--- config.mk ---
export PLATFORM = sky130hd
export DESIGN_NAME = dbg_hub
export DESIGN_NICKNAME = d
export VERILOG_FILES = /design/src/source/dbg_pkg.sv /design/src/source/dbg_bus_module.sv /design/src/source/dbg_cpu_module.sv /design/src/source/dbg_hub.sv
export SDC_FILE = /design/constraint.sdc
export NUM_CORES = 1
export LEC_CHECK = 0
export BUFFER_PORTS_ARGS = -buffer_cell sky130_fd_sc_hd__buf_2
export CORE_MARGIN = 4
export CORE_UTILIZATION = 51
export DETAILED_ROUTE_END_ITERATION = 7
export PLACE_DENSITY_LB_ADDON = 0.1
export SLEW_MARGIN = 20
export SYNTH_ARGS = -nofsm -noshare
export SYNTH_HDL_FRONTEND = slang
export SYNTH_SLANG_ARGS = --single-unit
export TNS_END_PERCENT = 5
--- constraint.sdc ---
create_clock -name tck_i -period 5 [get_ports tck_i]
set_clock_uncertainty 0.05 [all_clocks]
set_input_delay 1 -clock tck_i [delete_from_list [all_inputs] [get_ports tck_i]]
set_output_delay 1 -clock tck_i [all_outputs]
set_load 0.05 [all_outputs]
--- src/source/dbg_pkg.sv ---
// Debug hub package: DR widths, field positions, module ID and opcode enums
package dbg_pkg;

  //////////////////////////////////////////////////////////////////////
  // Data register layout
  //////////////////////////////////////////////////////////////////////

  // Full input shift register
  localparam int DR_LEN        = 53;
  localparam int MODULE_ID_LEN = 2;

  // Select flag at the top, opcode below it
  localparam int SEL_BIT    = 52;
  localparam int OPCODE_MSB = 51;
  localparam int OPCODE_LSB = 48;

  // 32-bit address after the opcode
  localparam int ADDR_MSB = 47;
  localparam int ADDR_LSB = 16;

  // Data word, top 32 bits of the DR in a data scan
  localparam int DATA_LEN = 32;

  // Output register of a peer, done flag plus data word
  localparam int OUT_LEN = DATA_LEN + 1;

  // CPU control and status bits
  localparam int CPU_CTRL_STALL_BIT = 0;
  localparam int CPU_CTRL_RESET_BIT = 1;
  localparam int CPU_STATUS_BP_BIT  = 2;

  //////////////////////////////////////////////////////////////////////
  // Encodings
  //////////////////////////////////////////////////////////////////////

  // Owner of the chain, 2 and 3 reserved
  typedef enum logic [MODULE_ID_LEN-1:0] {
    MOD_BUS   = 2'd0,
    MOD_CPU   = 2'd1,
    MOD_RSVD2 = 2'd2,
    MOD_RSVD3 = 2'd3
  } module_id_e;

  // Bus peer opcodes
  typedef enum logic [3:0] {
    BUS_NOP     = 4'h0,
    BUS_WRITE32 = 4'h3,
    BUS_READ32  = 4'h7
  } bus_op_e;

  // CPU peer opcodes
  typedef enum logic [3:0] {
    CPU_NOP        = 4'h0,
    CPU_WRITE_CTRL = 4'h4,
    CPU_READ_CTRL  = 4'h5
  } cpu_op_e;

endpackage

--- src/source/dbg_bus_module.sv ---
// Bus debug peer: command decode, bus request FSM, read-data output shift register
`timescale 1ns/100ps

module dbg_bus_module (
  input  logic                      tck_i,
  input  logic                      rst_i,
  input  logic                      tdi_i,
  input  logic                      shift_dr_i,
  input  logic                      capture_dr_i,
  input  logic                      update_dr_i,
  input  logic                      module_select_i,
  input  logic [dbg_pkg::DR_LEN-1:0] data_reg_i,
  output logic                      module_tdo_o,
  output logic                      top_inhibit_o,
  // Request/acknowledge bus
  output logic                      bus_req_o,
  output logic                      bus_we_o,
  output logic [31:0]               bus_addr_o,
  output logic [31:0]               bus_wdata_o,
  input  logic [31:0]               bus_rdata_i,
  input  logic                      bus_ack_i
);
  import dbg_pkg::*;

  typedef enum logic [1:0] {
    ST_IDLE,
    ST_WAIT_WDATA,
    ST_BUS_REQ,
    ST_READ_READY
  } state_e;

  state_e             state_q;
  bus_op_e            cmd_op;
  bus_op_e            op_q;
  logic               cmd_valid;
  logic               update_sel;
  logic [31:0]        addr_q;
  logic [31:0]        wdata_q;
  logic [31:0]        rdata_q;
  logic               done_q;
  logic [OUT_LEN-1:0] out_sr;

  //////////////////////////////////////////////////////////////////////
  // Command decode
  //////////////////////////////////////////////////////////////////////

  // Update strobe while this peer owns the chain
  assign update_sel = update_dr_i && module_select_i;
  // Plain command, select flag clear
  assign cmd_valid  = update_sel && !data_reg_i[SEL_BIT];
  assign cmd_op     = bus_op_e'(data_reg_i[OPCODE_MSB:OPCODE_LSB]);

  // Transaction FSM
  always_ff @(posedge tck_i or posedge rst_i) begin
    if (rst_i) begin
      state_q <= ST_IDLE;
      op_q    <= BUS_NOP;
      done_q  <= 1'b0;
      rdata_q <= '0;
    end else begin
      case (state_q)
        ST_IDLE: begin
          if (cmd_valid) begin
            op_q   <= cmd_op;
            done_q <= 1'b0;
            case (cmd_op)
              BUS_WRITE32: state_q <= ST_WAIT_WDATA;
              BUS_READ32:  state_q <= ST_BUS_REQ;
              default:     state_q <= ST_IDLE;
            endcase
          end
        end
        // Any update here ends the data scan, select flag included
        ST_WAIT_WDATA: begin
          if (update_sel) begin
            state_q <= ST_BUS_REQ;
          end
        end
        // Request held until ack, drops next cycle
        ST_BUS_REQ: begin
          if (bus_ack_i) begin
            done_q <= 1'b1;
            if (op_q == BUS_READ32) begin
              rdata_q <= bus_rdata_i;
              state_q <= ST_READ_READY;
            end else begin
              state_q <= ST_IDLE;
            end
          end
        end
        // Waiting for the capture of the read result
        ST_READ_READY: begin
          if (capture_dr_i && module_select_i) begin
            state_q <= ST_IDLE;
          end
        end
        default: state_q <= ST_IDLE;
      endcase
    end
  end

  // Address on the command, write data on the data scan
  always_ff @(posedge tck_i) begin
    if (state_q == ST_IDLE && cmd_valid) begin
      addr_q <= data_reg_i[ADDR_MSB:ADDR_LSB];
    end
    if (state_q == ST_WAIT_WDATA && update_sel) begin
      wdata_q <= data_reg_i[DR_LEN-1 -: DATA_LEN];
    end
  end

  //////////////////////////////////////////////////////////////////////
  // Bus outputs and TDO
  //////////////////////////////////////////////////////////////////////

  assign bus_req_o     = (state_q == ST_BUS_REQ);
  assign bus_we_o      = bus_req_o && (op_q == BUS_WRITE32);
  assign bus_addr_o    = addr_q;
  assign bus_wdata_o   = wdata_q;
  // Open from command until ack or capture
  assign top_inhibit_o = (state_q != ST_IDLE);

  // Done flag first, then data LSB first
  always_ff @(posedge tck_i or posedge rst_i) begin
    if (rst_i) begin
      out_sr <= '0;
    end else if (capture_dr_i && module_select_i) begin
      out_sr <= {rdata_q, done_q};
    end else if (shift_dr_i && module_select_i) begin
      out_sr <= {tdi_i, out_sr[OUT_LEN-1:1]};
    end
  end

  assign module_tdo_o = out_sr[0];

endmodule

--- src/source/dbg_cpu_module.sv ---
// CPU debug peer: stall/reset control, breakpoint stall, status readback register
`timescale 1ns/100ps

module dbg_cpu_module (
  input  logic                      tck_i,
  input  logic                      rst_i,
  input  logic                      tdi_i,
  input  logic                      shift_dr_i,
  input  logic                      capture_dr_i,
  input  logic                      update_dr_i,
  input  logic                      module_select_i,
  input  logic [dbg_pkg::DR_LEN-1:0] data_reg_i,
  output logic                      module_tdo_o,
  output logic                      top_inhibit_o,
  // CPU control levels
  output logic                      cpu_stall_o,
  output logic                      cpu_rst_o,
  input  logic                      cpu_bp_i
);
  import dbg_pkg::*;

  // Write data scan outstanding or not
  typedef enum logic {
    PEND_NONE,
    PEND_WDATA
  } pend_e;

  pend_e               pend_q;
  cpu_op_e             cmd_op;
  logic                update_sel;
  logic                cmd_valid;
  logic                read_pend_q;
  logic                stall_q;
  logic                rst_q;
  logic                bp_q;
  logic                bp_rise;
  logic                bp_flag_q;
  logic [DATA_LEN-1:0] wdata;
  logic [DATA_LEN-1:0] status;
  logic [OUT_LEN-1:0]  out_sr;

  assign update_sel = update_dr_i && module_select_i;
  // New command only when nothing is open
  assign cmd_valid  = update_sel && !data_reg_i[SEL_BIT] && (pend_q == PEND_NONE)
                      && !read_pend_q;
  assign cmd_op     = cpu_op_e'(data_reg_i[OPCODE_MSB:OPCODE_LSB]);
  assign wdata      = data_reg_i[DR_LEN-1 -: DATA_LEN];

  // Breakpoint edge
  assign bp_rise = cpu_bp_i && !bp_q;

  //////////////////////////////////////////////////////////////////////
  // Command and control state
  //////////////////////////////////////////////////////////////////////

  always_ff @(posedge tck_i or posedge rst_i) begin
    if (rst_i) begin
      pend_q      <= PEND_NONE;
      read_pend_q <= 1'b0;
      stall_q     <= 1'b0;
      rst_q       <= 1'b0;
      bp_q        <= 1'b0;
      bp_flag_q   <= 1'b0;
    end else begin
      bp_q <= cpu_bp_i;
      if (cmd_valid && cmd_op == CPU_WRITE_CTRL) begin
        pend_q <= PEND_WDATA;
      end
      if (cmd_valid && cmd_op == CPU_READ_CTRL) begin
        read_pend_q <= 1'b1;
      end
      // Data scan of a control write, breakpoint still wins on stall
      if (pend_q == PEND_WDATA && update_sel) begin
        pend_q    <= PEND_NONE;
        stall_q   <= wdata[CPU_CTRL_STALL_BIT] | bp_rise;
        rst_q     <= wdata[CPU_CTRL_RESET_BIT];
        bp_flag_q <= bp_rise;
      end else if (bp_rise) begin
        stall_q   <= 1'b1;
        bp_flag_q <= 1'b1;
      end
      // Read completes at its capture
      if (capture_dr_i && module_select_i) begin
        read_pend_q <= 1'b0;
      end
    end
  end

  assign cpu_stall_o   = stall_q;
  assign cpu_rst_o     = rst_q;
  assign top_inhibit_o = (pend_q != PEND_NONE) || read_pend_q;

  //////////////////////////////////////////////////////////////////////
  // Status readback
  //////////////////////////////////////////////////////////////////////

  always_comb begin
    status                     = '0;
    status[CPU_CTRL_STALL_BIT] = stall_q;
    status[CPU_CTRL_RESET_BIT] = rst_q;
    status[CPU_STATUS_BP_BIT]  = bp_flag_q;
  end

  // Same format as the bus read, done flag at bit 0
  always_ff @(posedge tck_i or posedge rst_i) begin
    if (rst_i) begin
      out_sr <= '0;
    end else if (capture_dr_i && module_select_i) begin
      out_sr <= {status, read_pend_q};
    end else if (shift_dr_i && module_select_i) begin
      out_sr <= {tdi_i, out_sr[OUT_LEN-1:1]};
    end
  end

  assign module_tdo_o = out_sr[0];

endmodule

--- src/source/dbg_hub.sv ---
// Debug hub top: DR input shift register, module select with inhibit, TDO mux, peers
`timescale 1ns/100ps

module dbg_hub (
  // JTAG side
  input  logic        tck_i,
  input  logic        rst_i,
  input  logic        tdi_i,
  input  logic        shift_dr_i,
  input  logic        pause_dr_i,
  input  logic        update_dr_i,
  input  logic        capture_dr_i,
  input  logic        debug_select_i,
  output logic        tdo_o,
  // Memory bus master
  output logic        bus_req_o,
  output logic        bus_we_o,
  output logic [31:0] bus_addr_o,
  output logic [31:0] bus_wdata_o,
  input  logic [31:0] bus_rdata_i,
  input  logic        bus_ack_i,
  // CPU control
  output logic        cpu_stall_o,
  output logic        cpu_rst_o,
  input  logic        cpu_bp_i
);
  import dbg_pkg::*;

  logic [DR_LEN-1:0] data_reg;
  module_id_e        module_id_q;
  module_id_e        module_id_in;
  logic              select_cmd;
  logic              select_inhibit;
  // Per-peer select, TDO and inhibit
  logic              bus_select;
  logic              cpu_select;
  logic              bus_tdo;
  logic              cpu_tdo;
  logic              bus_inhibit;
  logic              cpu_inhibit;

  //////////////////////////////////////////////////////////////////////
  // Input shift register and module select
  //////////////////////////////////////////////////////////////////////

  // New bits enter at the top, first bit ends at bit 0
  always_ff @(posedge tck_i or posedge rst_i) begin
    if (rst_i) begin
      data_reg <= '0;
    end else if (debug_select_i && shift_dr_i && !pause_dr_i) begin
      data_reg <= {tdi_i, data_reg[DR_LEN-1:1]};
    end
  end

  // Select flag and module ID field right below it
  assign select_cmd   = data_reg[SEL_BIT];
  assign module_id_in = module_id_e'(data_reg[SEL_BIT-1 -: MODULE_ID_LEN]);

  // Any open peer transaction blocks reselection
  assign select_inhibit = bus_inhibit | cpu_inhibit;

  // Owner changes only at the update of a select scan
  always_ff @(posedge tck_i or posedge rst_i) begin
    if (rst_i) begin
      module_id_q <= MOD_BUS;
    end else if (debug_select_i && select_cmd && update_dr_i && !select_inhibit) begin
      module_id_q <= module_id_in;
    end
  end

  // One-hot selects, qualified by the debug IR
  assign bus_select = debug_select_i && (module_id_q == MOD_BUS);
  assign cpu_select = debug_select_i && (module_id_q == MOD_CPU);

  //////////////////////////////////////////////////////////////////////
  // Peers
  //////////////////////////////////////////////////////////////////////

  dbg_bus_module u_bus (
    .tck_i          (tck_i),
    .rst_i          (rst_i),
    .tdi_i          (tdi_i),
    .shift_dr_i     (shift_dr_i),
    .capture_dr_i   (capture_dr_i),
    .update_dr_i    (update_dr_i),
    .module_select_i(bus_select),
    .data_reg_i     (data_reg),
    .module_tdo_o   (bus_tdo),
    .top_inhibit_o  (bus_inhibit),
    .bus_req_o      (bus_req_o),
    .bus_we_o       (bus_we_o),
    .bus_addr_o     (bus_addr_o),
    .bus_wdata_o    (bus_wdata_o),
    .bus_rdata_i    (bus_rdata_i),
    .bus_ack_i      (bus_ack_i)
  );

  dbg_cpu_module u_cpu (
    .tck_i          (tck_i),
    .rst_i          (rst_i),
    .tdi_i          (tdi_i),
    .shift_dr_i     (shift_dr_i),
    .capture_dr_i   (capture_dr_i),
    .update_dr_i    (update_dr_i),
    .module_select_i(cpu_select),
    .data_reg_i     (data_reg),
    .module_tdo_o   (cpu_tdo),
    .top_inhibit_o  (cpu_inhibit),
    .cpu_stall_o    (cpu_stall_o),
    .cpu_rst_o      (cpu_rst_o),
    .cpu_bp_i       (cpu_bp_i)
  );

  // TDO follows the owner, reserved IDs read 0
  always_comb begin
    case (module_id_q)
      MOD_BUS: tdo_o = bus_tdo;
      MOD_CPU: tdo_o = cpu_tdo;
      default: tdo_o = 1'b0;
    endcase
  end

endmodule

**Yosys cells after proc, flatten, opt, wreduce, memory -nomap -nowiden**

Index checks and enable logic that the tools add are counted.

- Output and inout bits: 69
- ROM bits: 0
- Memories: 0
- Register bits after elaboration: 230
- Bits in latches: 0
- Logic and storage cells: 98
- RAM bits: 0
- Bits of input ports: 42

- Div/mod/pow operators: 0
- Magnitude comparators: 0
- Multiply operators: 0
- Bitwise logic cells: 3
- Equal/unequal tests: 14
- Reduce and logical (&&, ||, !) cells: 43
- $add $sub $neg: 0
- Muxes and demuxes: 22
- Shift operators: 0

Operator list:

| kind | number |
|---|---|
| 33-bit two-way mux | 4 |
| 1-bit logical AND | 24 |
| 4-bit by 3-bit == test with 1-bit output, second input constant | 4 |
| 2-bit nonzero test | 7 |
| 2-bit two-way mux | 5 |
| 1-bit two-way mux | 9 |
| 4-bit by 2-bit == test with 1-bit output, second input constant | 2 |
| 2-bit one-hot mux with 4 select lines | 1 |
| 2-bit by 1-bit != test with 1-bit output, second input constant | 3 |
| 3-bit AND reduction | 2 |
| 1-bit zero test | 5 |
| 2-bit by 1-bit == test with 1-bit output, second input constant | 2 |
| 2-bit == test, second input constant | 2 |
| 2-bit zero test | 2 |
| 1-bit one-hot mux with 2 select lines | 2 |
| 2-bit one-hot mux with 2 select lines | 1 |
| 4-bit AND reduction | 1 |
| 2-bit != test, second input constant | 1 |
| 1-bit OR | 2 |
| 2-bit AND reduction | 1 |
| 1-bit logical OR | 1 |
| 1-bit inverter | 1 |

**Depth between registers and ports, before layout**

- Depth in word-level cells: 9
- Gate-level depth with buffers: 7
- Depth with buffers taken out: 4

**Hierarchy**

From an unflattened synthesis, not the netlist that was laid out.

- Cells, all modules: 605
- Area, all modules: 9021.2 µm²

Modules (own cells, without submodules):

| module | times used | cells each | area an instance (µm²) | seq. area each (µm²) |
|---|---|---|---|---|
| dbg_bus_module | 1 | 315 | 5154.9 | 3723.6 |
| dbg_hub | 1 | 123 | 2144.6 | 1376.3 |
| dbg_cpu_module | 1 | 167 | 1721.7 | 975.9 |

**Least setup slack after synthesis**

No wires, ideal clock.

- Path kind: register to output
- Start: register u_bus.state_q[0]
- End: output bus_we_o
- Data required time: 3.950 ns
- Path buffers: 1
- Path slack: 1.779 ns
- Data arrival time: 2.171 ns
- Stages on the path, launching flop included: 4
- Cells stage by stage: dfrtp_1 > buf_2 > nand2b_4 > nor4_1

- Cells in the longest elaborated chain, start to end: 2

RTL lines:

| what | RTL line | text |
|---|---|---|
| start: declaration | dbg_bus_module.sv:32 | `state_e state_q;` |
| start signal: assignment | dbg_bus_module.sv:56 | `state_q <= ST_IDLE;` |
| start signal: assignment | dbg_bus_module.sv:67 | `BUS_WRITE32: state_q <= ST_WAIT_WDATA;` |
| start signal: assignment | dbg_bus_module.sv:68 | `BUS_READ32: state_q <= ST_BUS_REQ;` |
| 2-bit == test | dbg_bus_module.sv:116 | `assign bus_req_o = (state_q == ST_BUS_REQ);` |
| 1-bit logical AND | dbg_bus_module.sv:117 | `assign bus_we_o = bus_req_o && (op_q == BUS_WRITE32);` |
| end: declaration | dbg_hub.sv:17 | `output logic bus_we_o,` |

No other way between the ends.

**Final worst setup path**

Same ends and word-level chain as after synthesis.

==> reports/metrics.yaml <==
sta:
  fin_crit_ns: 2.98
  fmax_mhz: 336
  period_share: 0.596
  finalHoldViolations: 0
  timing.hold.ws_ns: 0.411
  slew_headroom: 0.364
  fin_ws_ns: 2.02
  tightest_slew_ns: 0.955
  rsz0062_at_grt: "false"
  maxSlewViolCount: 0
  finalSetupTns_ns: 0
  setup_viol: 0
place:
  pre_cts_ws_ns: 2.11
  numPortBuffers: 110
  gp_congestion: 0.843
  dp_hpwl_microns: 8600
layout:
  nFillCells: 1186
  antenna_cells: 0
  drive_above_1_share: 0.336
  syn_to_final_growth_pct: 18.3
  largest_reg_flops: 37
  layout_commonest_cell: "dfrtp_1"
  final_cell_mix: "150 x dfrtp_1, 110 x buf_2, 101 x nand2_1, 70 x o21ai_0, 64 x edfxtp_1"
  final_util: 0.623
  fin_nets: 722
setup_path:
  rrSetupSlack_ns: 2.72
  critPathRequiredTime_ns: 3.95
  r2r_start: "module_id_q[1]"
  crit_arrival_ns: 1.93
  critPathLaunchType: "register"
  critical_path_class: "reg2out"
  rr_worst_depth: 4
  cp_max_fo: 10
  reg2reg_to: "u_bus.op_q[2]"
  end_kind: "output port"
floorplanning:
  rows: 45
  die_width_microns: 134
  ios: 111
  fp.dieH_microns: 134
  fp.dieArea_sq_um: 18000
  core_sq_um: 15400
  start_util: 0.527
yosys:
  synth_warnings: 0
  async_flop_share: 0.701
  ys_types: 36
  synth-edff-count: 64
  synth_ff_type: "dfrtp_1"
  syn-mean-instance-area_sq_um: 14.1
  syn-num-nets: 616
  synth_area_sq_um: 8100
  yosysSeqAreaShare: 0.701
  synth_cells: 574
  ys_ff_latch: 214
grt:
  grt_pass1_vias: 4648
  grt_pass1_wl_microns: 23400
  overflow: 0
  track_usage: 0.157
  grt_start_max_net_pins: 151
  antenna_found_initial: 1
min_path:
  hp-start: "data_reg[16]"
  holdCritPathClass: "reg2reg"
  min_to: "u_bus.bus_addr_o[0]"
  min_path_cells: 0
pwr:
  pwr_density_cell_nw_per_um2: 474
  p_leak_uw: 0.00428
  ir_worst_vdd_mv: 0.313
route:
  via_count: 4700
  wirelength_microns: 13900
  dr.pass1.iters: 4
  initialDrtViolationCount: 260
  antenna_left: 0
  vias_per_cell: 5.18
  detail_route.wl_per_cell_microns: 15.4
  drc_errors: 0
clock_network:
  clk_path_buf_depth: 3
  cts_setup_buffers: 0
  cts_resized: 0
  cts.sinks: 214
  clk_pin_slew_ns: 0.06
  tritoncts: "built"
  clk_latency_ns: 0.49
  htreeDepth: 1
  numCtsBuffers: 22
  clock_tree.root_cell: "clkbuf_16"
  postCtsHoldBufs: 0
status:
  status: "completed"
run:
  maxCapViolCount: 0
[worst max path at each step]
stage,end,start
finish,bus_we_o,u_bus.state_q[0]
global route,bus_we_o,u_bus.state_q[0]
CTS,bus_we_o,u_bus.state_q[0]
detailed placement,u_bus.op_q[2],debug_select_i
global placement,u_bus.op_q[3],debug_select_i
floorplan,bus_we_o,u_bus.state_q[0]
[cell type report]
type	instances	area, sq um	share of cell area
clock buffers	31	616	0.0642
clock inverters	9	174	0.0181
inverters	4	20.0	0.00209
multi-input cells	322	2230	0.232
flip-flops and latches	214	5680	0.592
well taps	211	264	0.0275
repair buffers	116	608	0.0635
[synth_stat cells, types with 3 or more instances]
cell	number	area, sq um
nor2_1	5	18.8
buf_2	5	25.0
buf_12	4	80.1
o22ai_1	37	231
clkbuf_1	25	93.8
edfxtp_1	64	1920
mux2_2	47	529
nand2_1	101	379
mux2_4	29	435
o21ai_0	70	350
dfrtp_1	150	3750
inv_1	4	15.0
nor2b_1	3	18.8
[through the flow]
stage | total power [uW] | cell area, sq um | instances
floorplan | 2670 | 8100 | 574
global placement | 2810 | 8790 | 867
detailed placement | 2840 | 8790 | 867
CTS | 4600 | 9580 | 907
global route | 4770 | 9580 | 907
finish | 4540 | 9580 | 907
[critical path, stage by stage (launching register included)]
cell	delay, ns
dfrtp_1	0.49
nand2b_4	0.21
nor4_1	0.39
buf_2	0.35
[cell families (layout without fill, tap and decap cells)]
logic type      Yosys count  in the layout  share of synthesized area
buf+inv                  38            160                     0.0264
compound gates          113            113                     0.0774
mux                      78             78                      0.122
flops                   214            214                      0.701
simple gates            131            131                     0.0738
[power breakdown]
part           leakage, uW  internal (uW)  switching (uW)  total (uW)
sequential         0.00265           2040             175        2220
combinational      0.00124            207             372         579
clock             0.000385           1120             625        1740
total              0.00428           3370            1170        4540
[metal layers]
metal	share of wire	global-route usage
met5	0.00093	0
met4	0.014	0.0424
met3	0.060	0.0319
met2	0.47	0.250
met1	0.46	0.224
Note: power is estimated with default switching activity, not from simulation.
